File: src/include/periph_consts.svh
`ifndef PERIPH_CONSTS_SVH
`define PERIPH_CONSTS_SVH

// ~~~~~~~~~~~~~~~~~~~~~~~~~~~~~~~~~~~~~~~~~~~~~~~~~~~~~~~~~~~~
// peripheral address map
// ~~~~~~~~~~~~~~~~~~~~~~~~~~~~~~~~~~~~~~~~~~~~~~~~~~~~~~~~~~~~

// byte base addresses of the two peripherals.
`define PER_CNTRL_BASE    15'h0090
`define PER_TIMER_BASE    15'h00A0

// decode widths count byte address bits inside each window.
`define PER_CNTRL_DEC_WD  2
`define PER_TIMER_DEC_WD  3

// word offsets inside the timer window.
`define TIMER_CTL_OFS     2'd0
`define TIMER_CNT_OFS     2'd1
`define TIMER_CMP_OFS     2'd2

`endif

File: src/hdl/per_bus_pkg.sv
package per_bus_pkg;

  // ~~~~~~~~~~~~~~~~~~~~~~~~~~~~~~~~~~~~~~~~~~~~~~~~~~~~~~~~~~~~
  // peripheral bus types
  // ~~~~~~~~~~~~~~~~~~~~~~~~~~~~~~~~~~~~~~~~~~~~~~~~~~~~~~~~~~~~

  // the two byte lanes of a bus word, high lane first.
  typedef struct packed {
    logic [7:0] hi;
    logic [7:0] lo;
  } per_bytes_t;

  // a bus word seen either whole or as two byte lanes.
  typedef union packed {
    logic [15:0] word;
    per_bytes_t  bytes;
  } per_data_u;

  // one bus request as driven by the core.
  // addr is a word address; we holds one strobe per byte lane.
  typedef struct packed {
    logic [13:0] addr;
    per_data_u   din;
    logic        en;
    logic [1:0]  we;
  } per_req_t;

endpackage

File: src/hdl/periph_pkg.sv
package periph_pkg;

  // ~~~~~~~~~~~~~~~~~~~~~~~~~~~~~~~~~~~~~~~~~~~~~~~~~~~~~~~~~~~~
  // peripheral register types
  // ~~~~~~~~~~~~~~~~~~~~~~~~~~~~~~~~~~~~~~~~~~~~~~~~~~~~~~~~~~~~

  // timer control word, bit 0 is run.
  // clr is a command and always reads back as zero.
  // flag is sticky and cleared by writing a one to it.
  typedef struct packed {
    logic [11:0] rsvd;
    logic        flag;
    logic        irq_en;
    logic        clr;
    logic        run;
  } timer_ctl_t;

  // the four control bytes as they leave the subsystem.
  typedef struct packed {
    logic [7:0] cntrl4;
    logic [7:0] cntrl3;
    logic [7:0] cntrl2;
    logic [7:0] cntrl1;
  } periph_cntrl_t;

endpackage

File: src/hdl/periph_8b_cntrl.sv
`timescale 1ns/1ns
`include "periph_consts.svh"

module periph_8b_cntrl #(
  parameter logic [14:0] BASE_ADDR = `PER_CNTRL_BASE
) (
  input  logic                      mclk,
  input  logic                      puc_rst,
  input  per_bus_pkg::per_req_t     bus_req,
  output logic [15:0]               dout,
  output periph_pkg::periph_cntrl_t cntrl
);

  import per_bus_pkg::*;

  localparam int DEC_WD = `PER_CNTRL_DEC_WD;
  localparam int DEC_SZ = 1 << DEC_WD;

  // byte offsets inside the window, odd offsets use the high lane.
  localparam int CNTRL1 = 0;
  localparam int CNTRL2 = 1;
  localparam int CNTRL3 = 2;
  localparam int CNTRL4 = 3;

  per_data_u              wdata;
  per_data_u              rdata;
  logic                   reg_sel;
  logic [DEC_WD-2:0]      word_ofs;
  logic                   lo_write;
  logic                   hi_write;
  logic                   reg_read;
  logic [DEC_SZ-1:0]      reg_dec;
  logic [DEC_SZ-1:0]      reg_wr;
  logic [DEC_SZ-1:0]      reg_rd;
  logic [DEC_SZ-1:0][7:0] reg_q;

  // ~~~~~~~~~~~~~~~~~~~~~~~~~~~~~~~~~~~~~~~~~~~~~~~~~~~~~~~~~~~~
  // address decode
  // ~~~~~~~~~~~~~~~~~~~~~~~~~~~~~~~~~~~~~~~~~~~~~~~~~~~~~~~~~~~~

  // the word address drops bit 0 of the byte address.
  assign wdata    = bus_req.din;
  assign reg_sel  = bus_req.en & (bus_req.addr[13:DEC_WD-1] == BASE_ADDR[14:DEC_WD]);
  assign word_ofs = bus_req.addr[DEC_WD-2:0];
  assign lo_write = reg_sel & bus_req.we[0];
  assign hi_write = reg_sel & bus_req.we[1];
  assign reg_read = reg_sel & ~|bus_req.we;

  // one-hot select of the byte registers, two per word.
  always_comb begin
    for (int i = 0; i < DEC_SZ; i++) begin
      reg_dec[i] = (word_ofs == i[DEC_WD-1:1]);
      reg_wr[i]  = reg_dec[i] & (i[0] ? hi_write : lo_write);
      reg_rd[i]  = reg_dec[i] & reg_read;
    end
  end

  // ~~~~~~~~~~~~~~~~~~~~~~~~~~~~~~~~~~~~~~~~~~~~~~~~~~~~~~~~~~~~
  // registers
  // ~~~~~~~~~~~~~~~~~~~~~~~~~~~~~~~~~~~~~~~~~~~~~~~~~~~~~~~~~~~~

  always_ff @(posedge mclk or posedge puc_rst) begin
    if (puc_rst) begin
      reg_q <= '0;
    end else begin
      for (int i = 0; i < DEC_SZ; i++) begin
        if (reg_wr[i]) begin
          reg_q[i] <= i[0] ? wdata.bytes.hi : wdata.bytes.lo;
        end
      end
    end
  end

  assign cntrl.cntrl1 = reg_q[CNTRL1];
  assign cntrl.cntrl2 = reg_q[CNTRL2];
  assign cntrl.cntrl3 = reg_q[CNTRL3];
  assign cntrl.cntrl4 = reg_q[CNTRL4];

  // each selected byte goes back on its own lane.
  always_comb begin
    rdata.word = '0;
    for (int i = 0; i < DEC_SZ; i++) begin
      if (reg_rd[i]) begin
        if (i[0]) begin
          rdata.bytes.hi = reg_q[i];
        end else begin
          rdata.bytes.lo = reg_q[i];
        end
      end
    end
  end

  assign dout = rdata.word;

endmodule

File: src/hdl/periph_timer_16b.sv
`timescale 1ns/1ns
`include "periph_consts.svh"

module periph_timer_16b #(
  parameter logic [14:0] BASE_ADDR = `PER_TIMER_BASE
) (
  input  logic                  mclk,
  input  logic                  puc_rst,
  input  per_bus_pkg::per_req_t bus_req,
  output logic [15:0]           dout,
  output logic                  irq
);

  import periph_pkg::*;

  localparam int DEC_WD = `PER_TIMER_DEC_WD;

  timer_ctl_t        ctl_wdata;
  timer_ctl_t        ctl_rd;
  logic              reg_sel;
  logic [DEC_WD-2:0] reg_ofs;
  logic              reg_write;
  logic              reg_read;
  logic              ctl_wr;
  logic              cnt_wr;
  logic              cmp_wr;
  logic              clr_cmd;
  logic              match;
  logic              run_q;
  logic              irq_en_q;
  logic              flag_q;
  logic [15:0]       cnt_q;
  logic [15:0]       cmp_q;

  // ~~~~~~~~~~~~~~~~~~~~~~~~~~~~~~~~~~~~~~~~~~~~~~~~~~~~~~~~~~~~
  // address decode
  // ~~~~~~~~~~~~~~~~~~~~~~~~~~~~~~~~~~~~~~~~~~~~~~~~~~~~~~~~~~~~

  // the timer takes whole words, so either strobe makes a write.
  assign reg_sel   = bus_req.en & (bus_req.addr[13:DEC_WD-1] == BASE_ADDR[14:DEC_WD]);
  assign reg_ofs   = bus_req.addr[DEC_WD-2:0];
  assign reg_write = reg_sel & |bus_req.we;
  assign reg_read  = reg_sel & ~|bus_req.we;

  assign ctl_wr = reg_write & (reg_ofs == `TIMER_CTL_OFS);
  assign cnt_wr = reg_write & (reg_ofs == `TIMER_CNT_OFS);
  assign cmp_wr = reg_write & (reg_ofs == `TIMER_CMP_OFS);

  assign ctl_wdata = timer_ctl_t'(bus_req.din.word);
  assign clr_cmd   = ctl_wr & ctl_wdata.clr;

  // ~~~~~~~~~~~~~~~~~~~~~~~~~~~~~~~~~~~~~~~~~~~~~~~~~~~~~~~~~~~~
  // control, counter and compare
  // ~~~~~~~~~~~~~~~~~~~~~~~~~~~~~~~~~~~~~~~~~~~~~~~~~~~~~~~~~~~~

  assign match = run_q & (cnt_q == cmp_q);

  // a match on the same edge as a flag clear keeps the flag set.
  always_ff @(posedge mclk or posedge puc_rst) begin
    if (puc_rst) begin
      run_q    <= 1'b0;
      irq_en_q <= 1'b0;
      flag_q   <= 1'b0;
    end else begin
      if (ctl_wr) begin
        run_q    <= ctl_wdata.run;
        irq_en_q <= ctl_wdata.irq_en;
      end
      if (match) begin
        flag_q <= 1'b1;
      end else if (ctl_wr & ctl_wdata.flag) begin
        flag_q <= 1'b0;
      end
    end
  end

  // bus write first, then clear, then wrap, then count.
  always_ff @(posedge mclk or posedge puc_rst) begin
    if (puc_rst) begin
      cnt_q <= '0;
    end else if (cnt_wr) begin
      cnt_q <= bus_req.din.word;
    end else if (clr_cmd || match) begin
      cnt_q <= '0;
    end else if (run_q) begin
      cnt_q <= cnt_q + 16'd1;
    end
  end

  always_ff @(posedge mclk or posedge puc_rst) begin
    if (puc_rst) begin
      cmp_q <= '0;
    end else if (cmp_wr) begin
      cmp_q <= bus_req.din.word;
    end
  end

  assign irq = flag_q & irq_en_q;

  // ~~~~~~~~~~~~~~~~~~~~~~~~~~~~~~~~~~~~~~~~~~~~~~~~~~~~~~~~~~~~
  // read back
  // ~~~~~~~~~~~~~~~~~~~~~~~~~~~~~~~~~~~~~~~~~~~~~~~~~~~~~~~~~~~~

  always_comb begin
    ctl_rd        = '0;
    ctl_rd.run    = run_q;
    ctl_rd.irq_en = irq_en_q;
    ctl_rd.flag   = flag_q;
  end

  always_comb begin
    dout = '0;
    if (reg_read) begin
      case (reg_ofs)
        `TIMER_CTL_OFS: dout = ctl_rd;
        `TIMER_CNT_OFS: dout = cnt_q;
        `TIMER_CMP_OFS: dout = cmp_q;
        default:        dout = '0;
      endcase
    end
  end

endmodule

File: src/hdl/periph_subsys.sv
`timescale 1ns/1ns

module periph_subsys (
  input  logic                      mclk,
  input  logic                      puc_rst,
  input  logic [13:0]               per_addr,
  input  logic [15:0]               per_din,
  input  logic                      per_en,
  input  logic [1:0]                per_we,
  output logic [15:0]               per_dout,
  output periph_pkg::periph_cntrl_t cntrl,
  output logic                      irq
);

  import per_bus_pkg::*;

  per_req_t    bus_req;
  logic [15:0] cntrl_dout;
  logic [15:0] timer_dout;

  // one request struct feeds every peripheral.
  always_comb begin
    bus_req          = '0;
    bus_req.addr     = per_addr;
    bus_req.din.word = per_din;
    bus_req.en       = per_en;
    bus_req.we       = per_we;
  end

  periph_8b_cntrl u_periph_8b_cntrl (
    .mclk    (mclk),
    .puc_rst (puc_rst),
    .bus_req (bus_req),
    .dout    (cntrl_dout),
    .cntrl   (cntrl)
  );

  periph_timer_16b u_periph_timer_16b (
    .mclk    (mclk),
    .puc_rst (puc_rst),
    .bus_req (bus_req),
    .dout    (timer_dout),
    .irq     (irq)
  );

  // unselected peripherals drive zero, so an OR is enough.
  assign per_dout = cntrl_dout | timer_dout;

endmodule

File: config.mk
export PLATFORM = sky130hd
export DESIGN_NAME = periph_subsys
export DESIGN_NICKNAME = d
export VERILOG_FILES = /design/src/hdl/per_bus_pkg.sv /design/src/hdl/periph_pkg.sv /design/src/hdl/periph_8b_cntrl.sv /design/src/hdl/periph_timer_16b.sv /design/src/hdl/periph_subsys.sv
export VERILOG_INCLUDE_DIRS = /design/src /design/src/include
export SDC_FILE = /design/constraint.sdc
export NUM_CORES = 1
export LEC_CHECK = 0
export BUFFER_PORTS_ARGS = -buffer_cell sky130_fd_sc_hd__buf_2
export CAP_MARGIN = 5
export CORE_MARGIN = 3
export CORE_UTILIZATION = 35
export CTS_CLUSTER_DIAMETER = 200
export DETAILED_ROUTE_END_ITERATION = 6
export GPL_ROUTABILITY_DRIVEN = 0
export SYNTH_ARGS = -nofsm -noshare
export SYNTH_HDL_FRONTEND = slang
export SYNTH_SLANG_ARGS = --single-unit
File: constraint.sdc
create_clock -name mclk -period 8.6 [get_ports mclk]
set_input_delay 2.58 -clock mclk [delete_from_list [all_inputs] [get_ports mclk]]
set_output_delay 2.58 -clock mclk [all_outputs]
set_load 0.005 [all_outputs]
==> out/qor.txt <==
Worst Tran Pin Value: 1.14 ns
H-tree depth: 3
Hold path cells: 1
Pre-antenna DRT Iters: 4
Post-Syn Area: 3790 µm²
WP data required: 6.02 ns
Layout cells sized above 1: 35.2%
Clk_skew: 0.00923 ns
YS warnings: 0
Initial antenna violation count: 0
Post-Syn Instances: 378
Final cycle utilization of the critical path: 88.2%
Fin. Hold Viols: 0
Routed wl met3: 482 µm
Worst Setup End Kind: output pin
IO buf count: 83
DP Wirelength: 7730 µm
Net count after synthesis: 414
Starting density of the core: 36.4%
CP Launch Type: input pin
Worst Hold Endpoint: u_periph_8b_cntrl.cntrl[4]$_DFFE_PP0P_
Slew Viols, Final: 0
# rows: 37
Number of global-route vias before repair: 3212
Clock Tree Buf Depth: 2
Worst EP arrival: 5.01 ns
Vias/cell: 5.58
Routed wl met2: 4960 µm
Met1 Routed Length: 5020 µm
CTS Buf Count: 9
Critical Path Fanout Max: 16
Ports: 84
CTS Sinks: 67
Setup_tns: 0 ns
TritonCTS clock tree: yes
Run status: finished, final reports clean
Die ar.: 12100 µm²
Clk slew on worst S/H paths: 0.07 ns
Max-slew headroom: 23.7%
Global-route wire length before repair: 17100 µm
Ant. Diodes: 0
Number of max-cap violations: 0
Final setup viols: 0
Drt drc: 0
Clk root buf: clkbuf_8
Unrepaired setup endpoints after global routing: false
DR WL/cell: 18.1 µm
Hold Buf Count CTS: 0
HP Start: u_periph_8b_cntrl.cntrl[4]$_DFFE_PP0P_
Initial DRC Count: 233
Pleak: 2.19 nW
Most frequent cells in the layout: buf_2, dfrtp_1, nand2_1, mux2_2, nor2_1
Via Count: 3296
Number of flops mapped to enable cells by yosys: 0
Final Critical Period: 7.59 ns
Count of different cell masters after synthesis: 44
F_max: 132 MHz
Mean Syn Cell Area: 10.0 µm²
Pwr Density: 139 nW/µm²
Max IR drop VDD: 0.0000757 V
Setup Buffers After CTS: 0
Die X: 110 µm
R2R Setup Slk: 6.46 ns
Worst R2R End: u_periph_timer_16b.cnt_q[13]$_DFFE_PP0P_
Commonest non-fill, non-tap cell in the layout: buf_2
Largest net degree at the start of global routing: 68
PostCTS Resize Cnt: 0
WL final: 10700 µm
Most used DFF post-synth: dfrtp_1
Post-synthesis async set-or-reset flop share: 100%
#FFs+latches synth: 67
Placed cells: 575
All-Layer GR Usage: 18.5%
Crit Path Class: input pin to output pin
Top layer in use: met4
GR Overflow Total: 0
Reg2reg start: u_periph_timer_16b.cnt_q[7]$_DFFE_PP0P_
Nets: 486
Die Height: 110 µm
Core area: 10400 µm²
Post-route antenna net violation count: 0
Clk Latency, worst-skew pair: 0.35 ns
Area growth from synthesis to layout: 17.9%
Reg2reg path depth: 6
Hold crit path type: flop to flop
Register area share after synthesis: 44.3%
Fin cells: 591
[worst max path at each step]
stage | from | endpoint | slack (ns) | cells past startpoint
2_1_floorplan | per_addr[10] | per_dout[10] | 1.58 | 8
3_3_place_gp | per_addr[10] | per_dout[0] | 1.03 | 8
3_5_place_dp | per_addr[10] | per_dout[3] | 1.00 | 8
4_1_cts | per_addr[10] | per_dout[3] | 1.00 | 8
5_1_grt | per_addr[10] | per_dout[11] | 0.81 | 6
6_report | per_addr[10] | per_dout[13] | 1.01 | 6
[Yosys cell counts, types with 2 or more instances]
cell / number / area [µm²]
a211oi_1: 3 / 22.5
a21o_1: 5 / 37.5
a21oi_1: 17 / 85.1
a22oi_1: 23 / 173
a31oi_1: 2 / 12.5
a32o_1: 4 / 40.0
and3_1: 3 / 18.8
buf_2: 2 / 10.0
buf_4: 6 / 45.0
buf_6: 2 / 22.5
clkbuf_1: 15 / 56.3
dfrtp_1: 67 / 1680
inv_1: 4 / 15.0
mux2_2: 47 / 529
mux2_4: 2 / 30.0
mux2i_1: 3 / 30.0
nand2_1: 52 / 195
nand2b_1: 3 / 18.8
nand3_1: 11 / 55.1
nand4_1: 9 / 56.3
nor2_1: 24 / 90.1
nor2b_1: 3 / 18.8
nor3_1: 10 / 50.1
nor4_1: 4 / 25.0
o21ai_0: 7 / 35.0
o221ai_1: 16 / 140
or3_4: 2 / 22.5
or4b_1: 2 / 20.0
xnor2_1: 12 / 105
xor2_1: 4 / 35.0
[where the power goes]
part           switching [W]   total, W  internal (W)
clock               0.000136   0.000272      0.000136
combinational      0.0000218  0.0000309    0.00000908
sequential       0.000000715   0.000316      0.000315
[area by class of cell]
class | count | area (µm²)
Inverter | 4 | 15.0
Tap cell | 136 | 170
Timing Repair Buffer | 87 | 445
Fill cell | 1026 | 5950
Clock inverter | 7 | 76.3
Clock buffer | 9 | 124
Sequential cell | 67 | 1680
Multi-Input combinational cell | 281 | 1960
[layer usage]
layer / global-route usage, % / vias to the layer above
li1: - / 1535
met1: 26.9 / 1652
met2: 27.8 / 92
met3: 2.91 / 17
met4: 6.50 / 0
met5: 0 / -
[metrics by stage]
step / instance area (µm²) / setup slack [ns] / util [%] / total power [W] / hold WS, ns
6_report: 4470 / 1.01 / 42.9 / 0.000619 / 0.535
5_1_grt: 4470 / 0.805 / 42.9 / 0.000641 / 0.556
4_1_cts: 4470 / 1.00 / 42.9 / 0.000624 / 0.536
3_5_place_dp: 4270 / 1.00 / 41.0 / 0.000354 / 0.512
3_3_place_gp: 4270 / 1.03 / 41.0 / 0.000354 / 0.506
2_1_floorplan: 3790 / 1.58 / - / 0.000335 / 0.483
[worst max-delay path, stage by stage]
cell      delay [ns]
buf_2           0.09
or4b_1          0.53
nor4_1          0.51
nand3_1         0.69
o221ai_1        0.43
buf_2           0.17
[logic make-up (layout without fill, tap and decap cells)]
kind of cell | after synthesis | after routing | synth area share [%]
xor gates and xnor gates | 16 | 16 | 3.70
adders and majority gates | 1 | 1 | 0.330
AOI/OAI and AO/OA | 80 | 80 | 15.1
and+or+nand+nor | 132 | 132 | 17.0
muxes | 52 | 52 | 15.6
DFF | 67 | 67 | 44.3
buffers and inverters | 30 | 107 | 4.03
[registers in the layout, summed over array words and instances, names as in the netlist]
register	flops
u_periph_8b_cntrl.cntrl	32
u_periph_timer_16b.cmp_q	16
u_periph_timer_16b.cnt_q	16
u_periph_timer_16b.flag_q	1
u_periph_timer_16b.irq_en_q	1
u_periph_timer_16b.run_q	1
Note: power is estimated with default switching activity, not from simulation.
